===== src/include/efpga_defines.svh =====
// eFPGA glue sizes, counts and fixed address base
// widths shared by the package, the slices and the top level

`ifndef EFPGA_DEFINES_SVH
`define EFPGA_DEFINES_SVH

`define EFPGA_TCDM_PORTS 4   // fabric TCDM masters
`define EFPGA_EVENTS     16  // fabric event lines

`define EFPGA_DATA_W 32
`define EFPGA_BE_W   4
`define EFPGA_ADDR_W 20      // fabric-side offset
`define SOC_ADDR_W   32

// upper SoC address bits above the fabric offset
`define TCDM_BASE_HI 12'h1C0

`define LINT_GNT_DELAY 5     // held lint req cycles before grant

`endif


===== src/hdl/efpga_pkg.sv =====
// shared vector types and event channel states for the eFPGA glue

`default_nettype none

`include "efpga_defines.svh"

package efpga_pkg;

  typedef logic [`EFPGA_DATA_W-1:0] data_t;
  typedef logic [`EFPGA_BE_W-1:0]   be_t;
  typedef logic [`EFPGA_ADDR_W-1:0] fpga_addr_t;  // offset inside the window
  typedef logic [`SOC_ADDR_W-1:0]   soc_addr_t;

  typedef logic [31:0] control_word_t;

  typedef logic [`EFPGA_EVENTS-1:0] event_vec_t;

  // per-event transfer into the SoC domain
  typedef enum logic [1:0] {
    evt_idle    = 2'd0,
    evt_send    = 2'd1,  // level raised, waiting for ack
    evt_release = 2'd2   // waiting for ack to drop
  } evt_state_e;

endpackage

`default_nettype wire


===== src/hdl/tcdm_port_if.sv =====
// fabric-side TCDM request bundle
// fabric drives the request, the slice answers with grant and read data

`timescale 1ns/1ps
`default_nettype none

interface tcdm_port_if;

  logic                  req;
  logic                  wen;    // high means read
  efpga_pkg::fpga_addr_t addr;
  efpga_pkg::be_t        be;
  efpga_pkg::data_t      wdata;
  logic                  gnt;
  logic                  r_valid;
  efpga_pkg::data_t      rdata;

  modport fabric (
    output req, wen, addr, be, wdata,
    input  gnt, r_valid, rdata
  );

  modport slice (
    input  req, wen, addr, be, wdata,
    output gnt, r_valid, rdata
  );

endinterface

`default_nettype wire


===== src/hdl/efpga_control_sync.sv =====
// stability filter for the fabric control word
// output only takes a value after three matching samples

`timescale 1ns/1ps
`default_nettype none

module efpga_control_sync (
  input  wire logic                     asic_clk_i,
  input  wire logic                     rst_n,
  input  wire efpga_pkg::control_word_t control_i,
  output efpga_pkg::control_word_t      control_word_o
);

  efpga_pkg::control_word_t sample_d1;
  efpga_pkg::control_word_t sample_d2;
  logic                     stable_q;

  always_ff @(posedge asic_clk_i or negedge rst_n) begin
    if (!rst_n) begin
      sample_d1 <= '0;
      sample_d2 <= '0;
      stable_q  <= 1'b0;
    end else begin
      sample_d1 <= control_i;
      sample_d2 <= sample_d1;
      stable_q  <= (sample_d1 == control_i) && (sample_d2 == control_i);
    end
  end

  always_ff @(posedge asic_clk_i or negedge rst_n) begin
    if (!rst_n) begin
      control_word_o <= '0;
    end else if (stable_q) begin
      control_word_o <= sample_d1;  // matched input for three edges
    end
  end

endmodule

`default_nettype wire


===== src/hdl/efpga_subsystem.sv =====
// eFPGA fabric-facing glue: control filter, TCDM slices, lint gate, event pulses
// fabric signals arrive as plain ports, all logic on asic_clk_i

`timescale 1ns/1ps
`default_nettype none

`include "efpga_defines.svh"

module efpga_subsystem (
  input  wire logic                                            asic_clk_i,
  input  wire logic                                            rst_n,
  input  wire efpga_pkg::control_word_t                        control_in_i,
  output efpga_pkg::control_word_t                             control_word_o,
  input  wire logic [`EFPGA_TCDM_PORTS-1:0]                    enable_tcdm_i,
  input  wire logic                                            enable_apb_i,
  input  wire logic                                            enable_events_i,
  input  wire logic [`EFPGA_TCDM_PORTS-1:0]                    fab_tcdm_req_i,
  input  wire logic [`EFPGA_TCDM_PORTS-1:0]                    fab_tcdm_wen_i,
  input  wire efpga_pkg::fpga_addr_t [`EFPGA_TCDM_PORTS-1:0]   fab_tcdm_addr_i,
  input  wire efpga_pkg::be_t [`EFPGA_TCDM_PORTS-1:0]          fab_tcdm_be_i,
  input  wire efpga_pkg::data_t [`EFPGA_TCDM_PORTS-1:0]        fab_tcdm_wdata_i,
  output logic [`EFPGA_TCDM_PORTS-1:0]                         fab_tcdm_gnt_o,
  output logic [`EFPGA_TCDM_PORTS-1:0]                         fab_tcdm_r_valid_o,
  output efpga_pkg::data_t [`EFPGA_TCDM_PORTS-1:0]             fab_tcdm_rdata_o,
  output logic [`EFPGA_TCDM_PORTS-1:0]                         soc_tcdm_req_o,
  output efpga_pkg::soc_addr_t [`EFPGA_TCDM_PORTS-1:0]         soc_tcdm_addr_o,
  output logic [`EFPGA_TCDM_PORTS-1:0]                         soc_tcdm_wen_o,
  output efpga_pkg::be_t [`EFPGA_TCDM_PORTS-1:0]               soc_tcdm_be_o,
  output efpga_pkg::data_t [`EFPGA_TCDM_PORTS-1:0]             soc_tcdm_wdata_o,
  input  wire logic [`EFPGA_TCDM_PORTS-1:0]                    soc_tcdm_gnt_i,
  input  wire logic [`EFPGA_TCDM_PORTS-1:0]                    soc_tcdm_r_valid_i,
  input  wire efpga_pkg::data_t [`EFPGA_TCDM_PORTS-1:0]        soc_tcdm_rdata_i,
  input  wire logic                                            lint_req_i,
  input  wire logic                                            lint_wen_i,
  input  wire efpga_pkg::fpga_addr_t                           lint_addr_i,
  input  wire efpga_pkg::be_t                                  lint_be_i,
  input  wire efpga_pkg::data_t                                lint_wdata_i,
  output logic                                                 lint_gnt_o,
  output logic                                                 lint_r_valid_o,
  output efpga_pkg::data_t                                     lint_rdata_o,
  output logic                                                 fab_lint_req_o,
  output logic                                                 fab_lint_wen_o,
  output efpga_pkg::fpga_addr_t                                fab_lint_addr_o,
  output efpga_pkg::be_t                                       fab_lint_be_o,
  output efpga_pkg::data_t                                     fab_lint_wdata_o,
  input  wire logic                                            fab_lint_gnt_i,
  input  wire logic                                            fab_lint_r_valid_i,
  input  wire efpga_pkg::data_t                                fab_lint_rdata_i,
  input  wire efpga_pkg::event_vec_t                           events_i,
  output efpga_pkg::event_vec_t                                efpga_event_o
);

  efpga_control_sync i_control_sync (
    .asic_clk_i     (asic_clk_i),
    .rst_n          (rst_n),
    .control_i      (control_in_i),
    .control_word_o (control_word_o)
  );

  for (genvar g_tcdm = 0; g_tcdm < `EFPGA_TCDM_PORTS; g_tcdm++) begin : g_tcdm_port
    tcdm_port_if i_fab_port ();

    assign i_fab_port.req   = fab_tcdm_req_i[g_tcdm];
    assign i_fab_port.wen   = fab_tcdm_wen_i[g_tcdm];
    assign i_fab_port.addr  = fab_tcdm_addr_i[g_tcdm];
    assign i_fab_port.be    = fab_tcdm_be_i[g_tcdm];
    assign i_fab_port.wdata = fab_tcdm_wdata_i[g_tcdm];

    assign fab_tcdm_gnt_o[g_tcdm]     = i_fab_port.gnt;
    assign fab_tcdm_r_valid_o[g_tcdm] = i_fab_port.r_valid;
    assign fab_tcdm_rdata_o[g_tcdm]   = i_fab_port.rdata;

    tcdm_port_slice i_slice (
      .asic_clk_i    (asic_clk_i),
      .rst_n         (rst_n),
      .enable_i      (enable_tcdm_i[g_tcdm]),
      .fab           (i_fab_port.slice),
      .soc_req_o     (soc_tcdm_req_o[g_tcdm]),
      .soc_addr_o    (soc_tcdm_addr_o[g_tcdm]),
      .soc_wen_o     (soc_tcdm_wen_o[g_tcdm]),
      .soc_be_o      (soc_tcdm_be_o[g_tcdm]),
      .soc_wdata_o   (soc_tcdm_wdata_o[g_tcdm]),
      .soc_gnt_i     (soc_tcdm_gnt_i[g_tcdm]),
      .soc_r_valid_i (soc_tcdm_r_valid_i[g_tcdm]),
      .soc_rdata_i   (soc_tcdm_rdata_i[g_tcdm])
    );
  end

  lint_grant_gate i_lint_gate (
    .asic_clk_i     (asic_clk_i),
    .rst_n          (rst_n),
    .enable_i       (enable_apb_i),
    .lint_req_i     (lint_req_i),
    .lint_gnt_o     (lint_gnt_o),
    .lint_r_valid_o (lint_r_valid_o),
    .lint_rdata_o   (lint_rdata_o),
    .fab_req_o      (fab_lint_req_o),
    .fab_gnt_i      (fab_lint_gnt_i),
    .fab_r_valid_i  (fab_lint_r_valid_i),
    .fab_rdata_i    (fab_lint_rdata_i)
  );

  // lint payload goes to the fabric unchanged
  assign fab_lint_wen_o   = lint_wen_i;
  assign fab_lint_addr_o  = lint_addr_i;
  assign fab_lint_be_o    = lint_be_i;
  assign fab_lint_wdata_o = lint_wdata_i;

  for (genvar g_evt = 0; g_evt < `EFPGA_EVENTS; g_evt++) begin : g_event
    event_pulse_sync i_event_sync (
      .asic_clk_i    (asic_clk_i),
      .rst_n         (rst_n),
      .event_i       (events_i[g_evt]),
      .enable_i      (enable_events_i),
      .event_pulse_o (efpga_event_o[g_evt])
    );
  end

endmodule

`default_nettype wire


===== src/hdl/event_pulse_sync.sv =====
// one fabric event into a single-cycle SoC pulse
// valid level crosses a two-flop synchronizer, synced level is the ack

`timescale 1ns/1ps
`default_nettype none

module event_pulse_sync (
  input  wire logic asic_clk_i,
  input  wire logic rst_n,
  input  wire logic event_i,
  input  wire logic enable_i,
  output logic      event_pulse_o
);

  efpga_pkg::evt_state_e state_q;
  logic                  evt_gated;
  logic                  evt_prev_q;
  logic                  evt_rise;
  logic                  send_sync_q1;
  logic                  send_sync_q2;
  logic                  ack_prev_q;

  assign evt_gated = event_i & enable_i;
  assign evt_rise  = evt_gated & ~evt_prev_q;

  always_ff @(posedge asic_clk_i or negedge rst_n) begin
    if (!rst_n) begin
      state_q    <= efpga_pkg::evt_idle;
      evt_prev_q <= 1'b0;
    end else begin
      evt_prev_q <= evt_gated;
      case (state_q)
        efpga_pkg::evt_idle: begin
          if (evt_rise) state_q <= efpga_pkg::evt_send;
        end
        efpga_pkg::evt_send: begin
          if (send_sync_q2) state_q <= efpga_pkg::evt_release;  // acked
        end
        efpga_pkg::evt_release: begin
          if (!send_sync_q2) state_q <= efpga_pkg::evt_idle;
        end
        default: state_q <= efpga_pkg::evt_idle;
      endcase
    end
  end

  always_ff @(posedge asic_clk_i or negedge rst_n) begin
    if (!rst_n) begin
      send_sync_q1  <= 1'b0;
      send_sync_q2  <= 1'b0;
      ack_prev_q    <= 1'b0;
      event_pulse_o <= 1'b0;
    end else begin
      send_sync_q1  <= (state_q == efpga_pkg::evt_send);
      send_sync_q2  <= send_sync_q1;
      ack_prev_q    <= send_sync_q2;
      event_pulse_o <= send_sync_q2 & ~ack_prev_q;  // rising edge of synced level
    end
  end

endmodule

`default_nettype wire


===== src/hdl/lint_grant_gate.sv =====
// grant throttle for the APB-lint port towards the fabric
// delayed grant when enabled, grant and valid forced when disabled

`timescale 1ns/1ps
`default_nettype none

`include "efpga_defines.svh"

module lint_grant_gate (
  input  wire logic             asic_clk_i,
  input  wire logic             rst_n,
  input  wire logic             enable_i,
  input  wire logic             lint_req_i,
  output logic                  lint_gnt_o,
  output logic                  lint_r_valid_o,
  output efpga_pkg::data_t      lint_rdata_o,
  output logic                  fab_req_o,
  input  wire logic             fab_gnt_i,
  input  wire logic             fab_r_valid_i,
  input  wire efpga_pkg::data_t fab_rdata_i
);

  logic [`LINT_GNT_DELAY-1:0] req_hist_q;
  logic                       hold_early;

  always_ff @(posedge asic_clk_i or negedge rst_n) begin
    if (!rst_n) begin
      req_hist_q <= '0;
    end else if (!lint_req_i) begin
      req_hist_q <= '0;  // restart on any gap
    end else begin
      req_hist_q <= {req_hist_q[`LINT_GNT_DELAY-2:0], 1'b1};
    end
  end

  // fabric only sees the first cycle of a held request
  assign hold_early = req_hist_q[0] | req_hist_q[1];

  assign fab_req_o      = enable_i & lint_req_i & ~hold_early;
  assign lint_gnt_o     = enable_i ? (req_hist_q[`LINT_GNT_DELAY-1] & fab_gnt_i) : lint_req_i;
  assign lint_r_valid_o = enable_i ? fab_r_valid_i : 1'b1;
  assign lint_rdata_o   = fab_rdata_i;

endmodule

`default_nettype wire


===== src/hdl/tcdm_port_slice.sv =====
// one-entry request slice from a fabric TCDM master to a SoC port
// adds the fixed address base and qualifies read valid by the last granted wen

`timescale 1ns/1ps
`default_nettype none

`include "efpga_defines.svh"

module tcdm_port_slice (
  input  wire logic              asic_clk_i,
  input  wire logic              rst_n,
  input  wire logic              enable_i,
  tcdm_port_if.slice             fab,
  output logic                   soc_req_o,
  output efpga_pkg::soc_addr_t   soc_addr_o,
  output logic                   soc_wen_o,
  output efpga_pkg::be_t         soc_be_o,
  output efpga_pkg::data_t       soc_wdata_o,
  input  wire logic              soc_gnt_i,
  input  wire logic              soc_r_valid_i,
  input  wire efpga_pkg::data_t  soc_rdata_i
);

  logic                  full_q;
  logic                  wen_q;
  logic                  last_wen_q;
  efpga_pkg::fpga_addr_t addr_q;
  efpga_pkg::be_t        be_q;
  efpga_pkg::data_t      wdata_q;
  logic                  accept;
  logic                  soc_done;

  assign soc_done = full_q & soc_gnt_i;  // held request taken by the SoC
  assign fab.gnt  = enable_i & (~full_q | soc_gnt_i);
  assign accept   = fab.req & fab.gnt;

  always_ff @(posedge asic_clk_i or negedge rst_n) begin
    if (!rst_n) begin
      full_q     <= 1'b0;
      last_wen_q <= 1'b1;  // read
    end else begin
      if (accept) begin
        full_q <= 1'b1;
      end else if (soc_done) begin
        full_q <= 1'b0;
      end
      if (soc_done) begin
        last_wen_q <= wen_q;
      end
    end
  end

  always_ff @(posedge asic_clk_i) begin
    if (accept) begin
      wen_q   <= fab.wen;
      addr_q  <= fab.addr;
      be_q    <= fab.be;
      wdata_q <= fab.wdata;
    end
  end

  assign soc_req_o   = full_q;
  assign soc_addr_o  = {`TCDM_BASE_HI, addr_q};
  assign soc_wen_o   = wen_q;
  assign soc_be_o    = be_q;
  assign soc_wdata_o = wdata_q;

  // write responses are not forwarded
  assign fab.r_valid = soc_r_valid_i & last_wen_q;
  assign fab.rdata   = soc_rdata_i;

endmodule

`default_nettype wire


===== config.mk =====
export PLATFORM = sky130hd
export DESIGN_NAME = efpga_subsystem
export DESIGN_NICKNAME = d
export VERILOG_FILES = /design/src/hdl/efpga_pkg.sv /design/src/hdl/tcdm_port_if.sv /design/src/hdl/efpga_control_sync.sv /design/src/hdl/efpga_subsystem.sv /design/src/hdl/event_pulse_sync.sv /design/src/hdl/lint_grant_gate.sv /design/src/hdl/tcdm_port_slice.sv
export VERILOG_INCLUDE_DIRS = /design/src /design/src/include
export SDC_FILE = /design/constraint.sdc
export NUM_CORES = 1
export LEC_CHECK = 0
export BUFFER_PORTS_ARGS = -buffer_cell sky130_fd_sc_hd__buf_2
export CORE_AREA = 2 2 416 418
export CTS_CLUSTER_SIZE = 20
export DETAILED_ROUTE_END_ITERATION = 6
export DIE_AREA = 0 0 418 420
export RECOVER_POWER = 100
export SETUP_SLACK_MARGIN = 0.4
export SYNTH_ARGS = -nofsm -noshare
export SYNTH_HDL_FRONTEND = slang
export SYNTH_SLANG_ARGS = --single-unit

===== constraint.sdc =====
create_clock -name asic_clk_i -period 3.45 [get_ports asic_clk_i]
set_clock_uncertainty 0.2 [all_clocks]
set_input_delay 0.69 -clock asic_clk_i [delete_from_list [all_inputs] [get_ports asic_clk_i]]
set_output_delay 0.69 -clock asic_clk_i [all_outputs]
set_load 0.01 [all_outputs]

==> results of run 1 <==
worst reg2reg max path: stages, from the launching register on:
cell	delay, ns
dfrtp_1	0.46
nand2b_1	0.33
and2_0	0.23
nand2_1	0.10
clkinv_1	0.05
clkbuf_2	1.07
metrics by stage:
step	utilization [%]	hold slack, ns	cells	area [um^2]
after floorplan	-	0.131	1103	16800
after global placement	12.0	0.131	3637	20500
after detailed placement	12.0	0.136	3637	20500
after CTS	14.3	0.0000432	3954	24500
after global routing	14.0	0.0595	3959	23900
final	14.0	0.0789	3963	23900
what timing repair did:
action / in CTS / in global routing
hold buffers: 217 / 0
hold endpoints to repair: 292 / 0
setup endpoints to repair: 0 / 0
placed cells by master, fill, tap and decap left out, types with 9 or more instances in the layout:
master         instances
nor2b_1               37
nor2_1                50
and2_0                24
mux2_2                30
a22oi_1                9
clkinv_2               9
diode_2                9
xor2_1                30
clkbuf_1             413
nor3_1                14
buf_2                187
dfrtp_1              218
edfxtp_1             228
xnor2_1               15
nand2_1               13
conb_1                48
clkbuf_16             53
and3_1                13
inv_1                 11
dlygate4sd3_1        217
state kept, by name, indices dropped and copies added, names as in the netlist:
register / cells
g_event.i_event_sync.send_sync_q2: 16
i_control_sync.control_word_o: 32
g_event.i_event_sync.evt_prev_q: 16
g_tcdm_port.i_slice.last_wen_q: 4
g_event.i_event_sync.state_q: 32
i_control_sync.sample_d2: 32
g_event.i_event_sync.ack_prev_q: 16
i_control_sync.stable_q: 1
g_tcdm_port.i_slice.addr_q: 80
g_tcdm_port.i_slice.soc_wen_o: 4
i_lint_gate.req_hist_q: 5
g_event.i_event_sync.event_pulse_o: 16
g_tcdm_port.i_slice.soc_be_o: 16
g_tcdm_port.i_slice.soc_wdata_o: 128
g_event.i_event_sync.send_sync_q1: 16
g_tcdm_port.i_slice.soc_req_o: 4
i_control_sync.sample_d1: 32
power by group through the flow:
| stage | Clock [mW] | Sequential, mW | Combinational [mW] |
|---|---|---|---|
| 2_1_floorplan | 0 | 6.80 | 1.05 |
| 3_3_place_gp | 0 | 6.82 | 1.39 |
| 3_5_place_dp | 0 | 6.86 | 1.42 |
| 4_1_cts | 6.12 | 6.76 | 1.66 |
| 5_1_grt | 6.31 | 6.85 | 1.70 |
| 6_report | 5.92 | 6.77 | 1.55 |
cell type report:
cell class	instances	area (um^2)	share of cell area (%)
Inverter	14	53.8	0.225
Timing Repair Buffer	820	4690	19.6
Antenna cell	9	22.5	0.0941
Sequential cell	450	12400	51.8
Multi-Input combinational cell	337	2120	8.87
Tap cell	2233	2790	11.7
Clock inverter	37	422	1.76
Clock buffer	63	1410	5.91
final timing paths:
kind                       slack [ns]                                    end  cells past startpoint
hold / removal                   0.08       g_tcdm_port[1].i_slice.soc_req_o                      3
min in group asynchronous        0.48           i_control_sync.sample_d1[16]                      2
max in group asynchronous        0.73       g_tcdm_port[3].i_slice.soc_req_o                      3
setup / recovery                 0.53  g_tcdm_port[3].i_slice.soc_wdata_o[3]                      5
setup reg to reg                 0.53  g_tcdm_port[3].i_slice.soc_wdata_o[3]                      5
hold reg to reg                  0.15   g_event[0].i_event_sync.send_sync_q2                      0
cells by family (layout without fill, tap and decap cells):
group	after synthesis	after routing	synth area share, %
other cells	2	57	0.0451
mux	36	36	2.43
flops	450	450	74.5
xor+xnor	45	45	2.37
compound gates	32	32	1.28
buf+inv	316	934	13.8
simple gates	176	176	5.62
metal layers:
| metal | wire [um] | track usage (%) |
|---|---|---|
| met3 | 22700 | 11.2 |
| met4 | 3340 | 2.88 |
| met1 | 34500 | 11.4 |
| met2 | 41700 | 15.2 |
| met5 | 1250 | 4.75 |
==> results.toml, run 1 <==
[synthesis]
yosys.cell_count.top_type = "buf_4"
ys_seq_area_share_pct = 74.5
postSynthCellCount = 1057
ys_ff_latch = 450
synth_top_area_share_pct = 41.1
async_reset_ff_share_pct = 49.3
synth-edff-count = 228
synthTopCellsByArea = "edfxtp_1 41%, dfrtp_1 33%, buf_4 13%, mux2_2 2.1%, xor2_1 1.6%"
ys_top_cells_by_count = "297 x buf_4, 228 x edfxtp_1, 218 x dfrtp_1, 50 x nor2_1, 37 x nor2b_1"
syn_avg_cell_area_um2 = 15.8
synth_area_um2 = 16700
yosysUniqueCellTypes = 34
yosysWarnings = 0
synth_top_area_cell = "edfxtp_1"
ys.flop_type = "edfxtp_1"

[grt]
grt_overflow = 0
grt_use_total_pct = 11.1
grt_pass1_vias = 10800
grt_antenna_before_repair = 85
grt_max_degree = 85
grt_pass1_wl_mm = 123

[worst_setup_path]
r2r-start = "g_tcdm_port[3].i_slice.soc_req_o"
cp_slowest_cell = "clkbuf_2"
required_ns = 3.50
crit_path_start_kind = "flip-flop"
critPathKind = "flip-flop to flip-flop"
worst_path_largest_cell_delay_ns = 1.07
worstPathArrival_ns = 2.96
startpoint = "g_tcdm_port[3].i_slice.soc_req_o"
path_buf_inv = 2
endpoint_kind = "flip-flop"
crit_chain = "nand2b_1 -> and2_0 -> nand2_1 -> clkinv_1 -> clkbuf_2"
path_delay_family = "buffers and inverters"
cp_max_fo = 57

[cts]
cts_tree = "built"
cts-root-buf = "clkbuf_16"
htreeDepth = 2
clk_pin_slew_ns = 0.06
cts.sinks = 450
cts_buffers = 53
cts_buffer_depth = 3
cts_setup_buffers = 0
cts_resized = 0
clock_latency_ns = 0.67

[placement]
dp_hpwl_mm = 85.4
portBuffers = 589
pre_cts_ws_ns = 0.628
gp_congestion = 0.868

[final_layout]
fin_nets = 2192
fillers = 19200
drive_gt1_share_pct = 18.7
area_growth_pct = 43.6

[route]
drc_errors = 0
wl_mm = 104
vias = 11700
route.detailed.wl_per_inst_um = 26.1
final_antenna_net_count = 0
drtIter0Drc = 1101
via_per_inst = 2.94
drt_first_pass_iters = 6

[power_and_ir_drop]
p_total_mw = 14.2
leakagePower_nw = 9.01
p_sw_share_pct = 27.4
pwr-share-seq_pct = 47.5
peakVddDrop_mv = 0.367
p_sw_mw = 3.90
clkPwrFrac_pct = 41.6
p_comb_share_pct = 10.9
intPower_mw = 10.3
powerDensity_nw_per_um2 = 595

[floorplan]
start_util_pct = 9.75
die_w_um = 418
top_level_ports = 1072
rows = 152
fp.dieH_um = 420
fp.dieArea_um2 = 176000
core-area_um2 = 171000

[timing]
finalHoldViolations = 0
setup_viol = 0
grt_setup_unrepaired = "no"
fmax_ghz = 0.343
maxSlewViolCount = 58
layout_setup_ws_ns = 0.535
worst_pin_slew_ns = 1.52
fin_setup_tns_ns = 0
period_minus_slack_ns = 2.92
period_share_pct = 84.5
relSlewSlack_pct = -1.13

[run_status]
status = "finished with violations"
violations = "capacitance limit, slew limit"

[run]
max_cap_viol_count = 1

[min_path]
hp-class = "input port to flip-flop"
hp-start = "fab_tcdm_req_i[1]"
Power figures use the tool's default switching activity.
==> inputs of run 2 (changes only) <==
Clock period 3.45 ns to 2.7 ns, I/O delays scaled along.
==> run 2 against run 1 <==
The flow now finishes without violations. First-iteration DRC count fell by 14%. Worst setup slack lost 0.19 ns. Core utilization is 0.44 points higher. Largest cell class unchanged. Global-route usage is 1.0 points lower. Wire length decreased by 9.5%. Non-clock buffer count is 75 higher. Critical path depth decreased by 3.
==> results.toml, run 2 (same netlist as run 1, synthesis figures left out) <==
[timing]
fin_setup_tns_ns = 0
relSlewSlack_pct = 21.5
setup_viol = 0
hold_slack_ns = 0.136
maxSlewViolCount = 0
fmax_ghz = 0.424
period_share_pct = 87.4
finalHoldViolations = 0
worst_pin_slew_ns = 1.18
grt_setup_unrepaired = "no"
period_minus_slack_ns = 2.36

[grt]
grt_use_total_pct = 10.1
grt_overflow = 0
grt_max_degree = 68
grt_pass1_vias = 11200
grt_pass1_wl_mm = 114
grt_antenna_before_repair = 75

[worst_setup_path]
critPathKind = "flip-flop to primary output"
r2r-end = "g_tcdm_port[3].i_slice.soc_wdata_o[16]"
crit_path_start_kind = "flip-flop"
r2r-start = "g_tcdm_port[3].i_slice.soc_req_o"
worstPathArrival_ns = 1.62
required_ns = 1.96
startpoint = "g_tcdm_port[3].i_slice.last_wen_q"
reg2reg_slack_ns = 0.44
cp_max_fo = 2
endpoint_kind = "primary output"
ff2ff_path_depth = 5

[final_layout]
fin_util_pct = 14.4
drive_gt1_share_pct = 17.7
fin_nets = 2268
mostFrequentLayoutCells = "419 x clkbuf_1, 292 x dlygate4sd3_1, 228 x edfxtp_1"
layout_commonest_cell = "clkbuf_1"
area_growth_pct = 48.1
instances_no_fill = 4028
largest_register_ffs = 128

[power_and_ir_drop]
powerDensity_nw_per_um2 = 734
p_comb_share_pct = 11.8
intPower_mw = 13.3
p_sw_mw = 4.83
p_total_mw = 18.1
leakagePower_nw = 9.30
peakVddDrop_mv = 0.364
pwr-share-seq_pct = 47.7
clkPwrFrac_pct = 40.5
p_sw_share_pct = 26.7

[placement]
gp_congestion = 0.876
placed_cells = 3636
portBuffers = 589
dp_hpwl_mm = 76.8

[cts]
htreeDepth = 2
clock_latency_ns = 0.66
cts_buffer_depth = 3
cts_buffers = 54
cts-root-buf = "clkbuf_16"
clk_pin_slew_ns = 0.06
cts.sinks = 450
cts_tree = "built"

[floorplan]
fp.dieH_um = 420
start_util_pct = 9.75
die_w_um = 418
top_level_ports = 1072
core-area_um2 = 171000
rows = 152
fp.dieArea_um2 = 176000

[min_path]
hp-class = "flip-flop to flip-flop"
whs_path_depth = 0
hp-start = "g_event[6].i_event_sync.send_sync_q1"
min_to = "g_event[6].i_event_sync.send_sync_q2"

[route]
wl_mm = 93.7
drt_first_pass_iters = 5
route.detailed.wl_per_inst_um = 23.3
via_per_inst = 2.88
drc_errors = 0
drtIter0Drc = 948
vias = 11600
final_antenna_net_count = 0

[run]
max_cap_viol_count = 0

[run_status]
status = "completed"
## run 2: changes by cell type in the layout (fill, tap and decap cells not counted), moves of 3 or more
cell	change
clkbuf_1	+6
diode_2	-3
clkbuf_2	+5
clkbuf_4	+3
dlygate4sd3_1	+75
inv_8	-5
nand2_4	+4
nand2_1	-4
clkinvlp_2	+4
buf_2	-13
clkinv_2	-5
## run 2: power by group through the flow
stage               Combinational, mW  Clock, mW  Sequential, mW
finish                           2.15       7.33            8.64
floorplan                        1.35          0            8.69
global route                     2.36       7.86            8.75
CTS                              2.34       7.64            8.63
global placement                 1.86          0            8.71
detailed placement               1.91          0            8.76
## run 2: worst max-delay path: stages (launching register included)
cell	delay [ns]
dfstp_2	0.51
and2_1	0.11
clkbuf_1	0.33
## run 2: stage by stage
stage | instance area [um^2] | worst slack (ns)
after detailed placement | 20600 | 0.493
after global placement | 20600 | 0.531
after floorplan | 16900 | 0.406
after CTS | 25300 | 0.364
final | 24700 | 0.342
after global routing | 24700 | 0.227
## run 2: layer usage
layer / track usage (%) / share of wire [%] / wire, um
met1: 11.4 / 37 / 35100
met2: 13.8 / 41 / 38400
met3: 8.24 / 18 / 16600
met4: 2.59 / 2.6 / 2440
met5: 4.56 / 1.2 / 1130
## run 2: timing repair
action,CTS,global route
endpoints found under the setup margin,6,1
buffers inserted,1,0
hold endpoints to repair,348,0
pin swaps,1,0
hold buffers,292,0
resized for setup,8,1
## run 2: how the worst max path moves through the flow
stage / end / cells after the start
global route: fab_tcdm_r_valid_o[3] / 2
CTS: fab_tcdm_r_valid_o[0] / 2
finish: fab_tcdm_r_valid_o[3] / 2
detailed placement: i_control_sync.stable_q / 5
global placement: i_control_sync.stable_q / 5
floorplan: g_tcdm_port[0].i_slice.addr_q[0] / 4
## run 2: cell type report
cell class	instances	area (um^2)
diodes	6	15.0
clock buffers	67	1450
clock inverters	26	317
fillers	19200	146000
inverters	14	57.6
multi-input cells	337	2160
flip-flops and latches	450	12400
well taps	2233	2790
repair buffers	895	5480
